`src/common/pet_pkg.sv`:
```
`default_nettype none

package pet_pkg;

    typedef enum logic [1:0] {
        NEED_HEALTH = 2'd0,
        NEED_ENERGY = 2'd1,
        NEED_HUNGER = 2'd2,
        NEED_FUN    = 2'd3
    } need_t;

    typedef enum logic [2:0] {
        CMD_NONE    = 3'd0,
        CMD_SELECT  = 3'd1,
        CMD_RAISE   = 3'd2,
        CMD_TOGGLE  = 3'd3,
        CMD_RESTART = 3'd4
    } cmd_t;

    typedef enum logic {
        MODE_NORMAL = 1'b0,
        MODE_TEST   = 1'b1
    } mode_t;

    typedef logic [3:0] level_t;
    typedef level_t [3:0] levels_t;                  // Indexed by need_t

    localparam level_t LEVEL_MAX      = 4'd10;
    localparam level_t LEVEL_START    = 4'd8;       // After reset or restart
    localparam level_t LEVEL_TEST_LOW = 4'd1;
    localparam level_t LEVEL_HAPPY    = 4'd5;

    // Decay periods in ticks
    localparam int DECAY_TIMER_W = 4;
    localparam logic [DECAY_TIMER_W-1:0] DECAY_HEALTH = 4'd12;
    localparam logic [DECAY_TIMER_W-1:0] DECAY_ENERGY = 4'd10;
    localparam logic [DECAY_TIMER_W-1:0] DECAY_HUNGER = 4'd7;
    localparam logic [DECAY_TIMER_W-1:0] DECAY_FUN    = 4'd5;

    localparam int TICK_DIV_DEFAULT = 5_000_000;    // Ten ticks per second at 50 MHz

    // Active-high segments in gfedcba order
    function automatic logic [6:0] seg_of_level(input level_t level);
        logic [6:0] seg;
        case (level)
            4'd0:    seg = 7'b0111111;
            4'd1:    seg = 7'b0000110;
            4'd2:    seg = 7'b1011011;
            4'd3:    seg = 7'b1001111;
            4'd4:    seg = 7'b1100110;
            4'd5:    seg = 7'b1101101;
            4'd6:    seg = 7'b1111101;
            4'd7:    seg = 7'b0000111;
            4'd8:    seg = 7'b1111111;
            4'd9:    seg = 7'b1101111;
            4'd10:   seg = 7'b1110111;              // Letter A
            default: seg = 7'b0000000;              // Blank
        endcase
        return seg;
    endfunction

endpackage

`default_nettype wire

```
`src/common/pet_cmd_if.sv`:
```
`timescale 1ns/100ps
`default_nettype none

interface pet_cmd_if;

    logic           tick;                   // One clk cycle per tick period
    logic [3:0]     decay;                  // Bit i belongs to need i
    pet_pkg::cmd_t  cmd;                    // CMD_NONE outside tick cycles
    pet_pkg::need_t need;                   // Target of raise and toggle
    logic           test_mode;

    modport ctrl (
        output cmd,
        output need,
        output test_mode,
        input  tick
    );

    modport timer (
        output tick,
        output decay,
        input  cmd,
        input  test_mode
    );

    modport bank (
        input tick,
        input decay,
        input cmd,
        input need,
        input test_mode
    );

endinterface

`default_nettype wire

```
`src/hdl/pet_tick_gen.sv`:
```
`timescale 1ns/100ps
`default_nettype none

module pet_tick_gen #(
    parameter int TICK_DIV = pet_pkg::TICK_DIV_DEFAULT
) (
    input logic      clk,
    input logic      reset,
    pet_cmd_if.timer cmd_bus
);

    localparam int CNT_W = (TICK_DIV > 1) ? $clog2(TICK_DIV) : 1;
    localparam int TW    = pet_pkg::DECAY_TIMER_W;

    // Order follows need_t
    localparam logic [TW-1:0] PERIOD [4] = '{
        pet_pkg::DECAY_HEALTH,
        pet_pkg::DECAY_ENERGY,
        pet_pkg::DECAY_HUNGER,
        pet_pkg::DECAY_FUN
    };

    logic [CNT_W-1:0] presc;
    logic             tick;
    logic [3:0]       at_end;
    logic             restart;
    logic             run;

    assign tick    = (presc == CNT_W'(TICK_DIV - 1));
    assign restart = (cmd_bus.cmd == pet_pkg::CMD_RESTART);
    assign run     = tick & ~cmd_bus.test_mode;    // Decay frozen in test mode

    always_ff @(posedge clk or posedge reset) begin
        if (reset) begin
            presc <= '0;
        end else if (tick) begin
            presc <= '0;
        end else begin
            presc <= presc + 1'b1;
        end
    end

    for (genvar i = 0; i < 4; i++) begin : g_timer
        logic [TW-1:0] count;                       // Ticks since last decay

        assign at_end[i] = (count == PERIOD[i] - 1'b1);

        always_ff @(posedge clk or posedge reset) begin
            if (reset) begin
                count <= '0;
            end else if (tick) begin
                if (restart) begin
                    count <= '0;                    // Realign with the bank
                end else if (!cmd_bus.test_mode) begin
                    count <= at_end[i] ? '0 : count + 1'b1;
                end
            end
        end
    end

    assign cmd_bus.tick  = tick;
    assign cmd_bus.decay = {4{run}} & at_end;

endmodule

`default_nettype wire

```
`src/hdl/pet_ctrl_fsm.sv`:
```
`timescale 1ns/100ps
`default_nettype none

module pet_ctrl_fsm (
    input  logic           clk,
    input  logic           reset,
    input  logic           btn_health,
    input  logic           btn_energy,
    input  logic           btn_hunger,
    input  logic           btn_fun,
    input  logic           btn_restart,
    input  logic           btn_test,
    input  logic           lights_on,
    output pet_pkg::need_t need_sel,
    pet_cmd_if.ctrl        cmd_bus
);

    pet_pkg::mode_t mode;
    pet_pkg::mode_t mode_next;
    pet_pkg::need_t sel_next;
    pet_pkg::need_t btn_need;
    logic           btn_need_hit;
    pet_pkg::cmd_t  cmd;

    // Highest need button that counts
    always_comb begin
        btn_need_hit = 1'b1;
        btn_need     = need_sel;
        if (btn_health) begin
            btn_need = pet_pkg::NEED_HEALTH;
        end else if (btn_energy && lights_on) begin     // Pet sleeps in the dark
            btn_need = pet_pkg::NEED_ENERGY;
        end else if (btn_hunger) begin
            btn_need = pet_pkg::NEED_HUNGER;
        end else if (btn_fun) begin
            btn_need = pet_pkg::NEED_FUN;
        end else begin
            btn_need_hit = 1'b0;
        end
    end

    always_comb begin
        cmd       = pet_pkg::CMD_NONE;
        mode_next = mode;
        sel_next  = need_sel;
        if (cmd_bus.tick) begin
            if (btn_restart) begin
                cmd       = pet_pkg::CMD_RESTART;
                mode_next = pet_pkg::MODE_NORMAL;
                sel_next  = pet_pkg::NEED_HEALTH;
            end else if (btn_test) begin
                mode_next = pet_pkg::MODE_TEST;
            end else if (btn_need_hit) begin
                if (btn_need != need_sel) begin
                    cmd      = pet_pkg::CMD_SELECT;
                    sel_next = btn_need;
                end else begin
                    case (mode)
                        pet_pkg::MODE_TEST:   cmd = pet_pkg::CMD_TOGGLE;
                        pet_pkg::MODE_NORMAL: cmd = pet_pkg::CMD_RAISE;
                        default:              cmd = pet_pkg::CMD_NONE;
                    endcase
                end
            end
        end
    end

    always_ff @(posedge clk or posedge reset) begin
        if (reset) begin
            mode     <= pet_pkg::MODE_NORMAL;
            need_sel <= pet_pkg::NEED_HEALTH;
        end else begin
            mode     <= mode_next;
            need_sel <= sel_next;
        end
    end

    assign cmd_bus.cmd       = cmd;
    assign cmd_bus.need      = btn_need;
    assign cmd_bus.test_mode = (mode == pet_pkg::MODE_TEST);

endmodule

`default_nettype wire

```
`src/hdl/pet_need_bank.sv`:
```
`timescale 1ns/100ps
`default_nettype none

module pet_need_bank (
    input  logic             clk,
    input  logic             reset,
    input  logic             lights_on,
    pet_cmd_if.bank          cmd_bus,
    output pet_pkg::levels_t levels
);

    pet_pkg::levels_t levels_next;

    function automatic pet_pkg::level_t level_up(input pet_pkg::level_t lvl);
        pet_pkg::level_t res;
        if (lvl >= pet_pkg::LEVEL_MAX) begin
            res = pet_pkg::LEVEL_MAX;
        end else begin
            res = lvl + 1'b1;
        end
        return res;
    endfunction

    function automatic pet_pkg::level_t level_down(input pet_pkg::level_t lvl);
        pet_pkg::level_t res;
        if (lvl == '0) begin
            res = '0;                                   // Floor
        end else begin
            res = lvl - 1'b1;
        end
        return res;
    endfunction

    // Test mode swaps between the two extremes
    function automatic pet_pkg::level_t level_toggle(input pet_pkg::level_t lvl);
        pet_pkg::level_t res;
        if (lvl == pet_pkg::LEVEL_TEST_LOW) begin
            res = pet_pkg::LEVEL_MAX;
        end else begin
            res = pet_pkg::LEVEL_TEST_LOW;
        end
        return res;
    endfunction

    always_comb begin
        levels_next = levels;
        for (int i = 0; i < 4; i++) begin
            if (cmd_bus.decay[i]) begin
                if (i == pet_pkg::NEED_ENERGY && !lights_on) begin
                    levels_next[i] = level_up(levels[i]);   // Resting in the dark
                end else begin
                    levels_next[i] = level_down(levels[i]);
                end
            end
            // Commands override decay on the same need
            case (cmd_bus.cmd)
                pet_pkg::CMD_RESTART: begin
                    levels_next[i] = pet_pkg::LEVEL_START;
                end
                pet_pkg::CMD_RAISE: begin
                    if (cmd_bus.need == pet_pkg::need_t'(i)) begin
                        levels_next[i] = level_up(levels[i]);
                    end
                end
                pet_pkg::CMD_TOGGLE: begin
                    if (cmd_bus.need == pet_pkg::need_t'(i)) begin
                        levels_next[i] = level_toggle(levels[i]);
                    end
                end
                default: ;                              // Select leaves levels alone
            endcase
        end
    end

    always_ff @(posedge clk or posedge reset) begin
        if (reset) begin
            levels <= {4{pet_pkg::LEVEL_START}};
        end else if (cmd_bus.tick) begin
            levels <= levels_next;
        end
    end

endmodule

`default_nettype wire

```
`src/hdl/pet_display.sv`:
```
`timescale 1ns/100ps
`default_nettype none

module pet_display (
    input  logic             clk,
    input  logic             reset,
    input  pet_pkg::levels_t levels,
    input  pet_pkg::need_t   need_sel,
    output logic             happy,
    output logic [6:0]       seg
);

    pet_pkg::level_t level;

    assign level = levels[need_sel];                    // Level of the selected need

    always_ff @(posedge clk or posedge reset) begin
        if (reset) begin
            happy <= (pet_pkg::LEVEL_START >= pet_pkg::LEVEL_HAPPY);
            seg   <= pet_pkg::seg_of_level(pet_pkg::LEVEL_START);
        end else begin
            happy <= (level >= pet_pkg::LEVEL_HAPPY);
            seg   <= pet_pkg::seg_of_level(level);
        end
    end

endmodule

`default_nettype wire

```
`src/hdl/pet_top.sv`:
```
`timescale 1ns/100ps
`default_nettype none

module pet_top #(
    parameter int TICK_DIV = pet_pkg::TICK_DIV_DEFAULT
) (
    input  logic       clk,
    input  logic       reset,
    input  logic       btn_health,
    input  logic       btn_energy,
    input  logic       btn_hunger,
    input  logic       btn_fun,
    input  logic       btn_restart,
    input  logic       btn_test,
    input  logic       lights_on,
    output logic [1:0] need_sel,
    output logic       happy,
    output logic [6:0] seg,
    output logic       test_active
);

    pet_pkg::need_t   sel;
    pet_pkg::levels_t levels;

    pet_cmd_if cmd_bus ();

    pet_tick_gen #(
        .TICK_DIV (TICK_DIV)
    ) i_pet_tick_gen (
        .clk     (clk),
        .reset   (reset),
        .cmd_bus (cmd_bus.timer)
    );

    pet_ctrl_fsm i_pet_ctrl_fsm (
        .clk         (clk),
        .reset       (reset),
        .btn_health  (btn_health),
        .btn_energy  (btn_energy),
        .btn_hunger  (btn_hunger),
        .btn_fun     (btn_fun),
        .btn_restart (btn_restart),
        .btn_test    (btn_test),
        .lights_on   (lights_on),
        .need_sel    (sel),
        .cmd_bus     (cmd_bus.ctrl)
    );

    pet_need_bank i_pet_need_bank (
        .clk       (clk),
        .reset     (reset),
        .lights_on (lights_on),
        .cmd_bus   (cmd_bus.bank),
        .levels    (levels)
    );

    pet_display i_pet_display (
        .clk      (clk),
        .reset    (reset),
        .levels   (levels),
        .need_sel (sel),
        .happy    (happy),
        .seg      (seg)
    );

    assign need_sel    = sel;
    assign test_active = cmd_bus.test_mode;            // Changes at the tick edge

endmodule

`default_nettype wire

```
`config.mk`:
```
export PLATFORM = sky130hd
export DESIGN_NAME = pet_top
export DESIGN_NICKNAME = d
export VERILOG_FILES = /design/src/common/pet_pkg.sv /design/src/common/pet_cmd_if.sv /design/src/hdl/pet_tick_gen.sv /design/src/hdl/pet_ctrl_fsm.sv /design/src/hdl/pet_need_bank.sv /design/src/hdl/pet_display.sv /design/src/hdl/pet_top.sv
export SDC_FILE = /design/constraint.sdc
export NUM_CORES = 1
export LEC_CHECK = 0
export ABC_AREA = 1
export BUFFER_PORTS_ARGS = -buffer_cell sky130_fd_sc_hd__buf_2
export CAP_MARGIN = 20
export CORE_AREA = 2 2 119 87
export CTS_BUF_LIST = sky130_fd_sc_hd__clkbuf_8
export CTS_CLUSTER_DIAMETER = 80
export DETAILED_ROUTE_END_ITERATION = 8
export DIE_AREA = 0 0 121 89
export PLACE_DENSITY = 0.71
export SLEW_MARGIN = 20
export SYNTH_ARGS = -nofsm -noshare
export SYNTH_HDL_FRONTEND = slang
export SYNTH_SLANG_ARGS = --single-unit
export TNS_END_PERCENT = 100
```
`constraint.sdc`:
```
create_clock -name clk -period 2.65 [get_ports clk]
set_input_delay 0.53 -clock clk [delete_from_list [all_inputs] [get_ports clk]]
set_output_delay 0.53 -clock clk [all_outputs]
set_load 0.01 [all_outputs]
```
======== After elaboration in Yosys (flattened, before gate mapping) ========
Memory sizes are Yosys's and may differ from the RTL's. A register that Yosys moved wholly into a read port is not among the register bits.
Cells that the tools add are included.
word-level totals
  bits in read-only memories .............. 112
  memories ................................ 1
  output and inout port bits .............. 11
  bits of input ports ..................... 9
  register bits after elaboration ......... 59
  logic and storage cells ................. 129
memories
  memory            words  bits a word  read ports  clocked after memory_dff  write ports  line           text
  (name not given)  16     7            1           1                         0            pet_pkg.sv:45  case (level)
operators by class
  bitwise logic cells ..................... 3
  add/sub/neg operators ................... 13
  multiplexer cells ....................... 64
  reductions and logical operators ........ 12
  equal/unequal tests ..................... 18
  magnitude comparators ................... 6
operator list
  cell                     number
  $mux W4                  38
  $pmux W4 S3              4
  $add A4 B1 Y4 const B    8
  $add A23 B1 Y23 const B  1
  $eq A23 B23 Y1 const B   1
  $mux W23                 1
  $eq A4 B1 Y1 const B     4
  $ge A4 B4 Y1 const B     4
  $logic_not A4 Y1         4
  $mux W2                  8
  $sub A4 B1 Y4 const B    4
  $mux W3                  5
  $bmux W4 S2              1
  $eq A4 B3 Y1 const B     2
  $eq A4 B4 Y1 const B     2
  $eq A3 B2 Y1 const B     2
  $mux W1                  6
  $pmux W3 S2              1
  $reduce_bool A2 Y1       3
  $and A4 B4 Y4            1
  $eq A2 B2 Y1 const B     2
  $ge A4 B3 Y1 const B     1
  $ne A2 B2 Y1 const B     2
  $reduce_and A2 Y1        2
  9 further kinds          9

======== Depth between registers and ports, before layout ========
  word-level depth ........................ 13
  depth in mapped cells ................... 14
  gate-level depth less buffers ........... 14

======== Modules after synthesis ========
A second synthesis with hierarchy kept.
second synthesis, totals
  cells, all modules ...................... 780
  area total of the unflattened synthesis .. 5302.6 um^2
modules (own cells, without submodules)
  module         times used  cells an instance  sequential area each (um^2)  area each (um^2)
  pet_tick_gen   1           335                975.9                        2438.6
  pet_need_bank  1           304                405.4                        1928.1
  pet_display    1           97                 210.2                        666.9
  pet_ctrl_fsm   1           44                 75.1                         269.0

======== Least setup slack after synthesis ========
No wires, ideal clock.
  kind .................................... register to register
  start ................................... register i_pet_ctrl_fsm.need_sel[0]
  end ..................................... register i_pet_display.seg[3]
  path buffers ............................ 1
  stages on the path, launching flop included .. 11
  data arrival time ....................... 1.857 ns
  setup slack ............................. 0.732 ns
  data required time ...................... 2.589 ns
  setup time .............................. 0.061 ns
  clock period less this slack ............ 1.918 ns
  cell sequence ........................... dfrtp_1 -> buf_2 -> nor2_1 -> inv_1 -> a32oi_1 -> inv_1 -> ha_1 -> inv_1 -> o21ai_0 -> o21ai_0 -> nand2_1
on the way
  cells in the longest elaborated chain, start to end .. 2
ends and longest elaborated chain
  what                           line                text
  from (decl)                    pet_ctrl_fsm.sv:14  output pet_pkg::need_t need_sel,
  from (signal assigned)         pet_ctrl_fsm.sv:71  need_sel <= pet_pkg::NEED_HEALTH;
  from (signal assigned)         pet_ctrl_fsm.sv:74  need_sel <= sel_next;
  $bmux W4 S2                    pet_display.sv:15   assign level = levels[need_sel];
  $mux W4 (implied by the code)  pet_display.sv:15
  to (decl)                      pet_display.sv:10   output logic [6:0] seg
No other way between the ends. The select of a mux whose other input is x is not followed.
A chain may end at the register's enable or synchronous reset.

======== Worst setup path in the final report ========
  start ................................... register i_pet_need_bank.levels[0] (netlist bit)
  end ..................................... register i_pet_display.seg[3]
on the way
  cells in the longest elaborated chain, start to end .. 2
ends and longest elaborated chain
  what                           line                 text
  from (decl)                    pet_need_bank.sv:9   output pet_pkg::levels_t levels
  from (signal assigned)         pet_need_bank.sv:77  levels <= {4{pet_pkg::LEVEL_START}};
  from (signal assigned)         pet_need_bank.sv:79  levels <= levels_next;
  $bmux W4 S2                    pet_display.sv:15
  $mux W4 (implied by the code)  pet_display.sv:15
No other way between the ends. The select of a mux whose other input is x is not followed.

==> results.sh <==
export IMPL_path_max_fanout=8
export IMPL_ys_ff_latch=66
export IMPL_finalWirelength_um=13400
export IMPL_grt_ovfl_total=0
export IMPL_final_util_pct=59.5
export IMPL_fin_nets=812
export IMPL_area_growth_pct=9.53
export IMPL_end_kind="register"
export IMPL_antenna_found_initial=0
export IMPL_pin_count=20
export IMPL_numClockSinks=66
export IMPL_synth_distinct_cells=47
export IMPL_clkTransAtPathRegs_ns=0.09
export IMPL_synth_main_ff_cell="dfrtp_1"
export IMPL_cts_root_buffer="clkbuf_8"
export IMPL_synth_nets=783
export IMPL_crit_chain="inv_1 -> nor2_1 -> inv_1 -> a32oi_1 -> inv_1 -> ha_1 -> inv_1 -> o21ai_0 -> o21ai_0 -> nand2_1"
export IMPL_cts_made_buffers=9
export IMPL_cts_tree="done"
export IMPL_netlist_area_um2=5160
export IMPL_irDropWorstVdd_uv=292
export IMPL_track_usage_pct=26.7
export IMPL_reg2reg_to="i_pet_display.seg[3]"
export IMPL_ys_async_sr_fraction_pct=100
export IMPL_synth_top_area_share_pct=26.2
export IMPL_crit_type="register to register"
export IMPL_period_minus_slack_ns=2.38
export IMPL_insertion_delay_ns=0.37
export IMPL_slew_limit_headroom_pct=61.4
export IMPL_ys_seq_area_share_pct=32.3
export IMPL_worst_ep_required_time_ns=2.95
export IMPL_grt_pass1_wl_um=22300
export IMPL_first_pass_iters=6
export IMPL_r2r_slack_ns=0.27
export IMPL_dieArea_um2=10800
export IMPL_drtAntennaViolNets=0
export IMPL_die_h_um=89
export IMPL_status="completed"
export IMPL_setup_viol=0
export IMPL_whs_ns=0.218
export IMPL_tns_ns=0
export IMPL_ys_warn_count=0
export IMPL_synthTopCellsByCount="nand2_1, inv_1, nand3_1"
export IMPL_rows=30
export IMPL_drcViolationCount=0
export IMPL_initial_utilization_pct=54.3
export IMPL_yosysMostFrequentCell="nand2_1"
export IMPL_post_cts_resized=0
export IMPL_hpwlAfterDp_um=10200
export IMPL_yosysTopAreaCell="dfrtp_1"
export IMPL_fmax_mhz=419
export IMPL_hold_viol_final=0
export IMPL_port_buffers=19
export IMPL_critPathMaxStageDelay_ns=0.53
export IMPL_rsz0062_at_grt="false"
export IMPL_power_leakage_nw=2.94
export IMPL_avgSynthCellArea_um2=6.96
export IMPL_cp_start_kind="register"
export IMPL_h_tree_depth=3
export IMPL_power_density_nw_per_um2=378
export IMPL_drt_first_iter_violations=470
export IMPL_layout_drive_gt1_share_pct=13.7
export IMPL_ys_top_cells_by_area="dfrtp_1, nand2_1, ha_1"
export IMPL_dr_total_vias=4961
export IMPL_critPathSlowestCell="dfrtp_1"
export IMPL_cp_data_arrival_time_ns=2.68
export IMPL_syn_inst=742
export IMPL_antenna_diode_count=0
export IMPL_avgRoutedWirePerCell_um=14.8
export IMPL_clockBufferDepth=2
export IMPL_r2r_start="i_pet_need_bank.levels[0]"
export IMPL_cts_hold_buffers_added=0
export IMPL_finalCritPeriodShare_pct=90.0
export IMPL_grt_max_degree=43
export IMPL_synth_enable_flop_cells=0
export IMPL_cap_violations=0
export IMPL_globalplace_congestion=0.940
export IMPL_hp_class="input pin to asynchronous set/reset pin"
export IMPL_tightest_slew_ns=0.578
export IMPL_rr_worst_depth=10
export IMPL_avgViaCountPerCell=5.49
export IMPL_post_cts_setup_buffers=0
export IMPL_skew_ns=0.0175
export IMPL_core_um2=9500
export IMPL_first_global_vias=4513
export IMPL_fp_dieW_um=121
export IMPL_crit_top_cell="inv_1"
export IMPL_slew_viol_final=0
report_power, final:
| part | leakage [nW] | internal, mW | total (mW) | switching (mW) |
|---|---|---|---|---|
| clock | 0.103 | 0.481 | 0.905 | 0.424 |
| combinational | 2.04 | 0.0564 | 0.186 | 0.130 |
| sequential | 0.794 | 1.03 | 1.05 | 0.0166 |
final cells by class:
type / count / area (um^2)
well taps: 128 / 160
fillers: 883 / 3840
repair buffers: 31 / 198
clock inverters: 5 / 53.8
clock buffers: 11 / 151
inverters: 117 / 439
multi-input cells: 546 / 2980
flip-flops and latches: 66 / 1670
per-stage QoR:
step / worst slack, ns / power (mW) / std cells / area (um^2)
final: 0.266 / 2.14 / 904 / 5650
after global routing: 0.0174 / 2.21 / 904 / 5650
after CTS: 0.310 / 2.15 / 904 / 5650
after detailed placement: 0.331 / 1.25 / 888 / 5450
after global placement: 0.354 / 1.24 / 888 / 5450
after floorplan: 0.485 / 1.19 / 742 / 5160
metal layers:
layer	GRT usage [%]	share of wire [%]	routed length, um
met1	38.9	49	6550
met2	39.9	42	5600
met4	9.20	2.1	285
met3	5.29	7.1	944
met5	0	0	0
registers in the layout, indices dropped and copies added (netlist names):
| name | cells |
|---|---|
| i_pet_tick_gen.presc | 23 |
| i_pet_need_bank.levels | 16 |
| i_pet_tick_gen.g_timer.count | 16 |
| i_pet_display.seg | 7 |
| i_pet_ctrl_fsm.need_sel | 2 |
| i_pet_ctrl_fsm.cmd_bus.test_mode | 1 |
| i_pet_display.happy | 1 |
logic make-up (layout without fill, tap and decap cells):
group / count (synthesis) / in the layout / synth area share (%)
compound gates: 114 / 114 / 13.6
simple gates: 381 / 381 / 33.2
buf+inv: 130 / 164 / 9.89
xor+xnor: 19 / 19 / 3.22
fa+ha+maj: 32 / 32 / 7.76
flops: 66 / 66 / 32.3
worst max-delay path: cells and delay by family, from the launching register on:
family	cells	cell delay, ns
flops	1	0.53
simple gates	2	0.24
fa+ha+maj	1	0.33
buf+inv	4	0.51
compound gates	3	0.71
worst max-delay path by stage:
stage | slack, ns | depth (start not counted) | to | start
final | 0.27 | 10 | i_pet_display.seg[3] | i_pet_need_bank.levels[0]
after global routing | 0.02 | 11 | i_pet_tick_gen.g_timer[1].count[0] | i_pet_tick_gen.presc[0]
after CTS | 0.31 | 10 | i_pet_display.seg[3] | i_pet_need_bank.levels[0]
after detailed placement | 0.33 | 11 | i_pet_tick_gen.g_timer[1].count[0] | i_pet_tick_gen.presc[1]
after global placement | 0.35 | 11 | i_pet_tick_gen.g_timer[1].count[0] | i_pet_tick_gen.presc[0]
after floorplan | 0.49 | 1 | i_pet_ctrl_fsm.cmd_bus.test_mode | reset
cell usage in the layout, fill, tap and decap left out, drive strengths merged, types with 13 or more instances in the layout:
master,count
nand4,15
dfrtp,54
buf,31
o21ai,50
inv,116
nand3,73
xor2,13
a21oi,36
ha,32
nand2,196
nor2,84
Note: power is estimated with default switching activity, not from simulation.
